$ cat config.mk
export PLATFORM = sky130hd
export DESIGN_NAME = zverif_top
export DESIGN_NICKNAME = d
export VERILOG_FILES = /design/src/common/umi_pkg.sv /design/src/verilog/umi_rx_decode.sv /design/src/umi_bank/umi_bank.sv /design/src/verilog/umi_tx_arbiter.sv /design/src/verilog/zverif_top.sv
export VERILOG_INCLUDE_DIRS = /design/src /design/src/common
export SDC_FILE = /design/constraint.sdc
export NUM_CORES = 2
export LEC_CHECK = 0
export ABC_CLOCK_PERIOD_IN_PS = 9700
export BUFFER_PORTS_ARGS = -buffer_cell sky130_fd_sc_hd__buf_2
export CORE_UTILIZATION = 61
export CTS_CLUSTER_SIZE = 10
export DETAILED_ROUTE_END_ITERATION = 16
export GPL_ROUTABILITY_DRIVEN = 0
export GPL_TIMING_DRIVEN = 0
export PLACE_DENSITY = 0.8
export RECOVER_POWER = 25
export SETUP_SLACK_MARGIN = 0.4
export SYNTH_ARGS = -nofsm -noshare
export SYNTH_HDL_FRONTEND = slang
export SYNTH_SLANG_ARGS = --single-unit
$ cat constraint.sdc
create_clock -name clk -period 9.7 [get_ports clk]
set_clock_uncertainty 0.15 [all_clocks]
set_input_delay 1.94 -clock clk [delete_from_list [all_inputs] [get_ports clk]]
set_output_delay 1.94 -clock clk [all_outputs]
set_load 0.02 [all_outputs]
$ cat src/common/umi_config.svh
`ifndef UMI_CONFIG_SVH
`define UMI_CONFIG_SVH

// Number of memory banks behind the decoder
// Must be a power of two
`define UMI_NUM_BANKS 4

// 32-bit words held by each bank
`define UMI_BANK_DEPTH 16

// 32-bit words per request or response packet
`define UMI_PKT_WORDS 8

// Address map derived from the values above
// bits 1:0 byte offset, then word index, then bank number
`define UMI_BYTE_BITS 2

`endif

$ cat src/common/umi_pkg.sv
`include "umi_config.svh"

package umi_pkg;

	// Address field positions
	localparam int UMI_IDX_W = $clog2(`UMI_BANK_DEPTH);
	localparam int UMI_SEL_W = $clog2(`UMI_NUM_BANKS);
	localparam int UMI_IDX_LSB = `UMI_BYTE_BITS;
	localparam int UMI_SEL_LSB = `UMI_BYTE_BITS + UMI_IDX_W;

	typedef logic [31:0] umi_addr_t;
	typedef logic [31:0] umi_data_t;
	typedef logic [UMI_IDX_W-1:0] umi_idx_t;
	typedef logic [UMI_SEL_W-1:0] bank_sel_t;

	// Command opcodes, anything else is trapped
	typedef enum logic [7:0] {
		UMI_REQ_READ = 8'h01,
		UMI_REQ_WRITE = 8'h02,
		UMI_RESP_READ = 8'h03
	} umi_cmd_e;

	// Word 0 sits in the low bits, word 7 in the high bits
	typedef struct packed {
		umi_data_t [`UMI_PKT_WORDS-5:0] rsvd;
		umi_data_t data;
		umi_addr_t src;
		umi_addr_t dst;
		logic [23:0] cmd_pad;
		umi_cmd_e cmd;
	} umi_pkt_t;

	// Decoder to bank
	typedef struct packed {
		logic write;
		umi_idx_t idx;
		umi_data_t data;
		umi_addr_t ret_addr;
	} bank_req_t;

	// Bank to arbiter
	typedef struct packed {
		umi_addr_t ret_addr;
		umi_data_t data;
	} bank_rsp_t;

	// Bank number carried in an address
	function automatic bank_sel_t addr_bank(input umi_addr_t addr);
		return addr[UMI_SEL_LSB +: UMI_SEL_W];
	endfunction

	// Word index within a bank
	function automatic umi_idx_t addr_idx(input umi_addr_t addr);
		return addr[UMI_IDX_LSB +: UMI_IDX_W];
	endfunction

endpackage

$ cat src/verilog/umi_rx_decode.sv
`timescale 1ns/1ps
`include "umi_config.svh"

module umi_rx_decode import umi_pkg::*; (
	input logic clk,
	input logic rst,
	input umi_pkt_t rx_pkt,
	input logic rx_valid,
	output logic rx_ready,
	output bank_req_t [`UMI_NUM_BANKS-1:0] req,
	output logic [`UMI_NUM_BANKS-1:0] req_valid,
	input logic [`UMI_NUM_BANKS-1:0] req_ready,
	output logic trap
);

	bank_sel_t sel;
	logic cmd_known;
	logic slot_free;
	logic accept;
	logic rx_en;
	logic [`UMI_NUM_BANKS-1:0] valid_q;
	bank_req_t [`UMI_NUM_BANKS-1:0] req_q;

	assign sel = addr_bank(rx_pkt.dst);
	assign cmd_known = (rx_pkt.cmd == UMI_REQ_READ) || (rx_pkt.cmd == UMI_REQ_WRITE);

	// Addressed slot is empty or handing its request over this cycle
	assign slot_free = !valid_q[sel] || req_ready[sel];

	// Unknown commands never wait on a slot
	assign rx_ready = rx_en && (!cmd_known || slot_free);
	assign accept = rx_valid && rx_ready;

	// Holds rx_ready low for the first cycle out of reset
	always_ff @(posedge clk) begin
		if (rst) begin
			rx_en <= 1'b0;
		end else begin
			rx_en <= 1'b1;
		end
	end

	always_ff @(posedge clk) begin
		if (rst) begin
			valid_q <= '0;
			trap <= 1'b0;
		end else begin
			for (int i = 0; i < `UMI_NUM_BANKS; i++) begin
				if (req_ready[i]) begin
					valid_q[i] <= 1'b0;
				end
				if (accept && cmd_known && sel == bank_sel_t'(i)) begin
					valid_q[i] <= 1'b1;
				end
			end
			// Sticky until reset
			if (accept && !cmd_known) begin
				trap <= 1'b1;
			end
		end
	end

	// Request payload per bank slot
	always_ff @(posedge clk) begin
		for (int i = 0; i < `UMI_NUM_BANKS; i++) begin
			if (accept && cmd_known && sel == bank_sel_t'(i)) begin
				req_q[i].write <= (rx_pkt.cmd == UMI_REQ_WRITE);
				req_q[i].idx <= addr_idx(rx_pkt.dst);
				req_q[i].data <= rx_pkt.data;
				req_q[i].ret_addr <= rx_pkt.src;
			end
		end
	end

	assign req = req_q;
	assign req_valid = valid_q;

endmodule

$ cat src/umi_bank/umi_bank.sv
`timescale 1ns/1ps
`include "umi_config.svh"

module umi_bank import umi_pkg::*; (
	input logic clk,
	input logic rst,
	input bank_req_t req,
	input logic req_valid,
	output logic req_ready,
	output bank_rsp_t rsp,
	output logic rsp_valid,
	input logic rsp_ready
);

	typedef enum logic [1:0] {
		BANK_IDLE,
		BANK_READ,
		BANK_RESP
	} bank_state_e;

	bank_state_e state;
	umi_data_t mem [`UMI_BANK_DEPTH];
	umi_idx_t rd_idx;
	bank_rsp_t rsp_q;
	logic accept;

	// Only idle banks take requests, a read blocks until its response leaves
	assign req_ready = (state == BANK_IDLE);
	assign accept = req_valid && req_ready;
	assign rsp_valid = (state == BANK_RESP);
	assign rsp = rsp_q;

	always_ff @(posedge clk) begin
		if (rst) begin
			state <= BANK_IDLE;
		end else begin
			case (state)
				BANK_IDLE: begin
					if (accept && !req.write) begin
						state <= BANK_READ;
					end
				end
				BANK_READ: begin
					state <= BANK_RESP;
				end
				BANK_RESP: begin
					if (rsp_ready) begin
						state <= BANK_IDLE;
					end
				end
				default: begin
					state <= BANK_IDLE;
				end
			endcase
		end
	end

	// Posted write lands at the accepting edge
	always_ff @(posedge clk) begin
		if (accept && req.write) begin
			mem[req.idx] <= req.data;
		end
	end

	// Read address and return address captured on accept
	always_ff @(posedge clk) begin
		if (accept && !req.write) begin
			rd_idx <= req.idx;
			rsp_q.ret_addr <= req.ret_addr;
		end
	end

	// Synchronous array read, then held until taken
	always_ff @(posedge clk) begin
		if (state == BANK_READ) begin
			rsp_q.data <= mem[rd_idx];
		end
	end

endmodule

$ cat src/verilog/umi_tx_arbiter.sv
`timescale 1ns/1ps
`include "umi_config.svh"

module umi_tx_arbiter import umi_pkg::*; (
	input logic clk,
	input logic rst,
	input bank_rsp_t [`UMI_NUM_BANKS-1:0] rsp,
	input logic [`UMI_NUM_BANKS-1:0] rsp_valid,
	output logic [`UMI_NUM_BANKS-1:0] rsp_ready,
	output umi_pkt_t tx_pkt,
	output logic tx_valid,
	input logic tx_ready
);

	bank_sel_t rr_ptr;
	bank_sel_t gnt_idx;
	logic gnt_any;
	logic load_ok;
	logic tx_valid_q;
	umi_pkt_t tx_pkt_q;
	umi_pkt_t pkt_d;

	// Output register can take a new packet
	assign load_ok = !tx_valid_q || tx_ready;

	// First valid bank at or after the pointer
	always_comb begin
		bank_sel_t cand;
		gnt_any = 1'b0;
		gnt_idx = rr_ptr;
		for (int k = 0; k < `UMI_NUM_BANKS; k++) begin
			// Pointer wraps since the bank count is a power of two
			cand = rr_ptr + bank_sel_t'(k);
			if (!gnt_any && rsp_valid[cand]) begin
				gnt_any = 1'b1;
				gnt_idx = cand;
			end
		end
	end

	always_comb begin
		rsp_ready = '0;
		rsp_ready[gnt_idx] = gnt_any && load_ok;
	end

	// Read response built from the granted bank
	always_comb begin
		pkt_d = '0;
		pkt_d.cmd = UMI_RESP_READ;
		pkt_d.dst = rsp[gnt_idx].ret_addr;
		pkt_d.data = rsp[gnt_idx].data;
	end

	always_ff @(posedge clk) begin
		if (rst) begin
			tx_valid_q <= 1'b0;
			rr_ptr <= '0;
		end else if (load_ok) begin
			tx_valid_q <= gnt_any;
			if (gnt_any) begin
				rr_ptr <= gnt_idx + 1'b1;
			end
		end
	end

	always_ff @(posedge clk) begin
		if (load_ok && gnt_any) begin
			tx_pkt_q <= pkt_d;
		end
	end

	assign tx_pkt = tx_pkt_q;
	assign tx_valid = tx_valid_q;

endmodule

$ cat src/verilog/zverif_top.sv
`timescale 1ns/1ps
`include "umi_config.svh"

module zverif_top import umi_pkg::*; (
	input logic clk,
	input logic rst,
	input umi_pkt_t rx_pkt,
	input logic rx_valid,
	output logic rx_ready,
	output umi_pkt_t tx_pkt,
	output logic tx_valid,
	input logic tx_ready,
	output logic trap
);

	// Decoder to banks
	bank_req_t [`UMI_NUM_BANKS-1:0] req;
	logic [`UMI_NUM_BANKS-1:0] req_valid;
	logic [`UMI_NUM_BANKS-1:0] req_ready;

	// Banks to arbiter
	bank_rsp_t [`UMI_NUM_BANKS-1:0] rsp;
	logic [`UMI_NUM_BANKS-1:0] rsp_valid;
	logic [`UMI_NUM_BANKS-1:0] rsp_ready;

	umi_rx_decode u_decode (
		.clk(clk),
		.rst(rst),
		.rx_pkt(rx_pkt),
		.rx_valid(rx_valid),
		.rx_ready(rx_ready),
		.req(req),
		.req_valid(req_valid),
		.req_ready(req_ready),
		.trap(trap)
	);

	for (genvar g = 0; g < `UMI_NUM_BANKS; g++) begin : g_bank
		umi_bank u_bank (
			.clk(clk),
			.rst(rst),
			.req(req[g]),
			.req_valid(req_valid[g]),
			.req_ready(req_ready[g]),
			.rsp(rsp[g]),
			.rsp_valid(rsp_valid[g]),
			.rsp_ready(rsp_ready[g])
		);
	end

	umi_tx_arbiter u_arbiter (
		.clk(clk),
		.rst(rst),
		.rsp(rsp),
		.rsp_valid(rsp_valid),
		.rsp_ready(rsp_ready),
		.tx_pkt(tx_pkt),
		.tx_valid(tx_valid),
		.tx_ready(tx_ready)
	);

endmodule

==> Word-level counts from Yosys, hierarchy flattened <==
Memory sizes are Yosys's and may differ from the RTL's. A register that Yosys moved wholly into a read port is not among the register bits.
Cells that the tools add are included.
{ "op_classes": {"reduce_logical": 53, "bitwise": 1, "addsub": 4, "muxes": 52, "order_cmp": 7, "n_eq_ne": 21} }
{ "op_table": {"columns": ["cell", "n"], "rows": [
  ["64-bit binary-select mux with 2-bit select", 1],
  ["64-bit 2-to-1 mux", 1],
  ["1-bit 2-to-1 mux", 28],
  ["1-bit logical AND", 25],
  ["2-bit case mux with 3 select lines", 4],
  ["2-bit 2-to-1 mux", 11],
  ["2-bit by 3-bit less-than comparator with 1-bit output, second input constant", 6],
  ["2-bit != test, second input constant", 8],
  ["1-bit binary-select mux with 2-bit select", 6],
  ["2-bit == test, second input constant", 6],
  ["2-bit by 1-bit == test with 1-bit output, second input constant", 5],
  ["1-bit zero test", 10],
  ["2-bit zero test", 5],
  ["2-bit AND reduction", 5],
  ["8-bit by 1-bit == test with 1-bit output, second input constant", 1],
  ["8-bit by 2-bit == test with 1-bit output, second input constant", 1],
  ["2-bit nonzero test", 4],
  ["2-bit by 1-bit adder with 2-bit output, second input constant", 2],
  ["2-bit adder, second input constant", 2],
  ["4-bit bitwise AND", 1],
  ["1-bit logical OR", 4],
  ["1-bit demux with 2-bit select", 1],
  ["2-bit by 1-bit >= comparator with 1-bit output, second input constant", 1]
]} }
{ "word_totals": {"reg_bits": 501, "word_cells": 180, "inputBits": 260, "memories": 4, "out_inout_bits": 259, "mem_bits_rw": 2048} }
{ "mem_list": {"columns": ["memory", "depth", "word_bits", "read_ports", "rd_ports_with_merged_regs", "wr", "line_no", "text"], "rows": [
  ["g_bank[0].u_bank.mem", 16, 32, 1, 1, 1, "umi_bank.sv:22", "umi_data_t mem [`UMI_BANK_DEPTH];"],
  ["g_bank[1].u_bank.mem", 16, 32, 1, 1, 1, "umi_bank.sv:22", null],
  ["g_bank[2].u_bank.mem", 16, 32, 1, 1, 1, "umi_bank.sv:22", null],
  ["g_bank[3].u_bank.mem", 16, 32, 1, 1, 1, "umi_bank.sv:22", null]
]} }

==> Logic depth before layout (Yosys ltp) <==
{ "logic_depth": {"ltp_word": 20, "depth_mapped": 8} }

==> Hierarchy <==
A second synthesis with hierarchy kept.
{ "unflattened": {"cells_unflattened": 4363, "hier_area_um2": 99798.2} }
{ "by_module_without_submodules": {"columns": ["module", "area_each_um2", "seq_area_each_um2", "cells_each", "n_inst"], "rows": [
  ["umi_bank (g_bank[1].u_bank ...)", 21333.0, 17456.7, 885, 3],
  ["umi_bank (g_bank[0].u_bank)", 21334.2, 17456.7, 885, 1],
  ["umi_rx_decode", 8697.1, 8408.1, 318, 1],
  ["umi_tx_arbiter", 5768.0, 1981.9, 505, 1]
]} }

==> Least setup slack after synthesis <==
OpenSTA, ideal clock, no wires.
{ "synth_path": {"path_kind": "in2reg", "from": "input port rx_pkt[38] (netlist name)", "to": "register u_decode.req_q, in the netlist u_decode.req[138] (enable)", "path_stages": 5, "t_arrival_ns": 7.641, "path_buffers": 1, "setup_slack_ns": 1.327, "setup_time_ns": 0.581, "cell_sequence": "buf_2 mux4_2 nor2b_1 nand4b_4 nor3_1"} }
{ "synth_via": {"elab_chain_len": 9, "elab_cells_between_ends": 12, "classes_between": "eq/ne: 1; mux: 4; reduce/logical: 7"} }
{ "synth_lines": {"columns": ["item", "line_no", "text"], "rows": [
  ["start, declared", "zverif_top.sv:7", "input umi_pkt_t rx_pkt,"],
  ["1-bit binary-select mux with 2-bit select", "umi_rx_decode.sv:28", "assign slot_free = !valid_q[sel] || req_ready[sel];"],
  ["1-bit 2-to-1 mux (implied by the code)", "umi_rx_decode.sv:28", null],
  ["1-bit zero test", "umi_rx_decode.sv:28", null],
  ["1-bit logical OR", "umi_rx_decode.sv:28", null],
  ["1-bit logical OR", "umi_rx_decode.sv:31", "assign rx_ready = rx_en && (!cmd_known || slot_free);"],
  ["1-bit logical AND", "umi_rx_decode.sv:31", null],
  ["1-bit logical AND", "umi_rx_decode.sv:32", "assign accept = rx_valid && rx_ready;"],
  ["1-bit logical AND", "umi_rx_decode.sv:66", "if (accept && cmd_known && sel == bank_sel_t'(i)) begin"],
  ["1-bit logical AND (*)", "umi_rx_decode.sv:66", null],
  ["end, declared", "umi_rx_decode.sv:22", "bank_req_t [`UMI_NUM_BANKS-1:0] req_q;"]
]} }
Mark *: on every way between the ends. The rest lies on a longest branch, timed or not. The select of a mux whose other input is x is not followed.
A chain may end at the register's enable or synchronous reset.

==> Worst setup path in the final report <==
{ "layout_path": {"from": "input port rx_pkt[5] (netlist name)", "to": "output port rx_ready"} }
{ "layout_via": {"elab_chain_len": 5, "elab_cells_between_ends": 6, "classes_between": "eq/ne: 2; reduce/logical: 4"} }
{ "layout_lines": {"columns": ["item", "line_no", "text"], "rows": [
  ["8-bit by 1-bit == test with 1-bit output / 8-bit by 2-bit == test with 1-bit output (equally long branches)", "umi_rx_decode.sv:25", "assign cmd_known = (rx_pkt.cmd == UMI_REQ_READ) || (rx_pkt.cmd == UMI_REQ_WRITE);"],
  ["1-bit logical OR (*)", "umi_rx_decode.sv:25", null],
  ["1-bit zero test (*)", "umi_rx_decode.sv:31", null],
  ["1-bit logical OR (*)", "umi_rx_decode.sv:31", null],
  ["1-bit logical AND (*)", "umi_rx_decode.sv:31", null],
  ["end, declared", "zverif_top.sv:9", "output logic rx_ready,"]
]} }
Mark *: on every way between the ends. The rest lies on a longest branch, timed or not.

==> impl_metrics.py <==
metrics = {
    "clock_network": {
        "clock_sink_count": 2677,
        "clock_latency_ns": 0.96,
        "hold_buffers": 0,
        "cts_root_buf": "clkbuf_16",
        "clk_path_buf_depth": 4,
        "cts-resized-gates": 0,
        "cts_tree": "done",
        "path_clk_slew_ns": 0.05,
        "numCtsBuffers": 318,
        "postCtsSetupBuffers": 0,
        "htree_levels": 5,
    },
    "synth": {
        "syn_avg_cell_area_um2": 24.0,
        "yosys_warnings": 0,
        "ys_async_sr_fraction": 0,
        "synthCells": 4183,
        "ys_types": 51,
        "synth_ff_type": "edfxtp_1",
        "synth_seq_area_share": 0.799,
        "ys_ff_latch": 2677,
        "synth-edff-count": 2660,
        "synthesis.area_mm2": 0.100,
    },
    "detailed_routing": {
        "avgViaCountPerCell": 7.40,
        "ant_nets": 0,
        "dr_total_vias": 53806,
        "dr.pass1.iters": 11,
        "drt_iter0_markers": 10172,
        "wirelength_mm": 307,
        "drc": 0,
        "wl_per_cell_um": 42.3,
    },
    "timing": {
        "fmax_mhz": 171,
        "fin_tns_setup_ns": 0,
        "min_period_over_period": 0.604,
        "slew_violations": 0,
        "maxSlewHeadroom": 0.0720,
        "rsz0062_at_grt": "no",
        "setup_viol": 0,
        "hold_viol_final": 0,
        "min_period_ns": 5.86,
        "tightest_slew_ns": 1.39,
    },
    "min_path": {
        "min-delay-path-class": "flop to flop",
    },
    "global_routing": {
        "first_global_vias": 53214,
        "grt_start_max_net_pins": 43,
        "antenna_found_initial": 54,
        "grt-ovfl-total": 0,
        "track_usage": 0.371,
        "grt_pass1_wl_mm": 420,
    },
    "power": {
        "leakagePower_nw": 37.2,
        "irDropWorstVdd_v": 0.000232,
        "p_per_area_mw_per_mm2": 200,
        "total_power_mw": 23.1,
    },
    "worst_setup_path": {
        "start_kind": "input port",
        "crit_arrival_ns": 3.77,
        "worstSetupPathType": "input port to output pin",
        "cpLargestDelayFamily": "simple AND/OR/NAND/NOR gates",
        "path_cells": "buf_2, nor4_1, nand3_1, inv_1, a21boi_0, buf_2",
        "critical_path_required_ns": 7.61,
        "crit_path_frequent_cell": "buf_2",
        "endpoint_kind": "output pin",
        "path_max_fanout": 2,
        "critPathBufInv": 3,
        "cp_slowest_cell": "nor4_1",
        "max_stage_delay_ns": 0.52,
    },
    "placement": {
        "dp_hpwl_mm": 169,
        "dpl-instance-area_mm2": 0.107,
        "port-buffer-count": 147,
    },
    "floorplan": {
        "dieArea_mm2": 0.166,
        "pin_count": 519,
        "die_y_um": 408,
        "start_util": 0.616,
        "rows": 148,
        "core-area_mm2": 0.163,
        "die_w_um": 408,
    },
    "layout": {
        "final_cell_mix": "edfxtp_1 (2660), mux4_2 (634), clkbuf_16 (324), buf_4 (242), conb_1 (192)",
        "drive_gt1_frac": 0.326,
        "nFillCells": 8488,
        "layout_commonest_cell": "edfxtp_1",
        "num-nets-final": 5254,
        "utilization": 0.711,
        "area_growth_pct": 15.4,
        "final_area_mm2": 0.116,
    },
    "run_status": {
        "status": "completed",
    },
    "job": {
        "max_cap_violations": 0,
    },
}
[metal layers]
metal | vias up | part of all wire | global-route usage
met5 | - | 0.00089 | 0
met4 | 36 | 0.081 | 0.252
met3 | 1495 | 0.16 | 0.137
met2 | 6315 | 0.47 | 0.575
met1 | 26825 | 0.29 | 0.436
li1 | 19135 | - | -
[logic make-up after synthesis]
group,after synthesis,synth area share
AOI/OAI and AO/OA,231,0.0189
xor gates and xnor gates,1,0.0000873
buffers and inverters,396,0.0254
DFF,2677,0.799
muxes,642,0.144
other,2,0.0000748
and+or+nand+nor,234,0.0118
[worst paths after layout]
path / start / endpoint / slack (ns) / depth (start not counted)
worst max-delay path: rx_pkt[5] / rx_ready / 3.84 / 6
worst max register to register: g_bank[3].u_bank.state[1] / u_decode.req[14] / 5.73 / 10
worst min-delay path: u_decode.req[8] / g_bank[0].u_bank.rsp[40] / 0.26 / 0
worst min register to register: u_decode.req[8] / g_bank[0].u_bank.rsp[40] / 0.26 / 0
[final cells by class]
type	count	area [µm²]	area share
flip-flops and latches	2677	80200	0.692
multi-input cells	1300	18800	0.162
clock buffers	356	8230	0.0710
repair buffers	301	3090	0.0267
well taps	2175	2720	0.0235
plain buffers	387	2520	0.0217
diodes	55	138	0.00119
clock inverters	7	78.8	0.000680
inverters	9	36.3	0.000313
[cells in the mapped netlist (9+ instances only)]
master	instances	area, µm²
buf_6	16	180
edfxtp_1	2660	79900
a222oi_1	62	621
buf_4	240	1800
nor3_1	25	125
nor2_1	70	263
buf_1	25	93.8
a22oi_1	125	938
buf_2	34	170
nand2b_1	13	81.3
clkbuf_1	70	263
dfxtp_1	17	340
mux4_2	634	14300
nand2_1	21	78.8
nand3_1	72	360
inv_1	9	33.8
o21ai_0	9	45.0
nor2b_1	9	56.3
[power by group]
group          total, mW  leakage, nW  switching, mW  internal, mW
logic              0.233         9.12          0.166        0.0669
registers           12.5         24.0        0.00227          12.5
clock network       10.4         4.06           4.44          5.91
[per-stage QoR]
stage / cells / setup WS, ns / hold slack (ns)
2_1_floorplan: 4373 / 1.33 / 0.250
3_3_place_gp: 6695 / -4.51 / 0.251
3_5_place_dp: 6849 / 4.15 / 0.255
4_1_cts: 7212 / 3.95 / 0.264
5_1_grt: 7227 / 3.87 / 0.264
6_report: 7267 / 3.84 / 0.264
[worst register-to-register path, delay by kind of cell, from the launching register on]
kind | cells | cell delay [ns]
and+or+nand+nor | 4 | 1.71
buffers and inverters | 5 | 1.00
muxes | 1 | 0.39
DFF | 1 | 0.38
[sequential cells by signal (all words and copies together) (netlist names)]
register / count
u_arbiter.rr_ptr: 2
u_arbiter.tx_pkt: 64
u_decode.req_valid: 4
u_decode.trap: 1
u_decode.rx_en: 1
u_arbiter.tx_valid: 1
g_bank.u_bank.rsp: 256
g_bank.u_bank.rd_idx: 16
g_bank.u_bank.mem: 2048
u_decode.req: 276
g_bank.u_bank.state: 8
No activity file was read; power rests on OpenSTA's default activity.
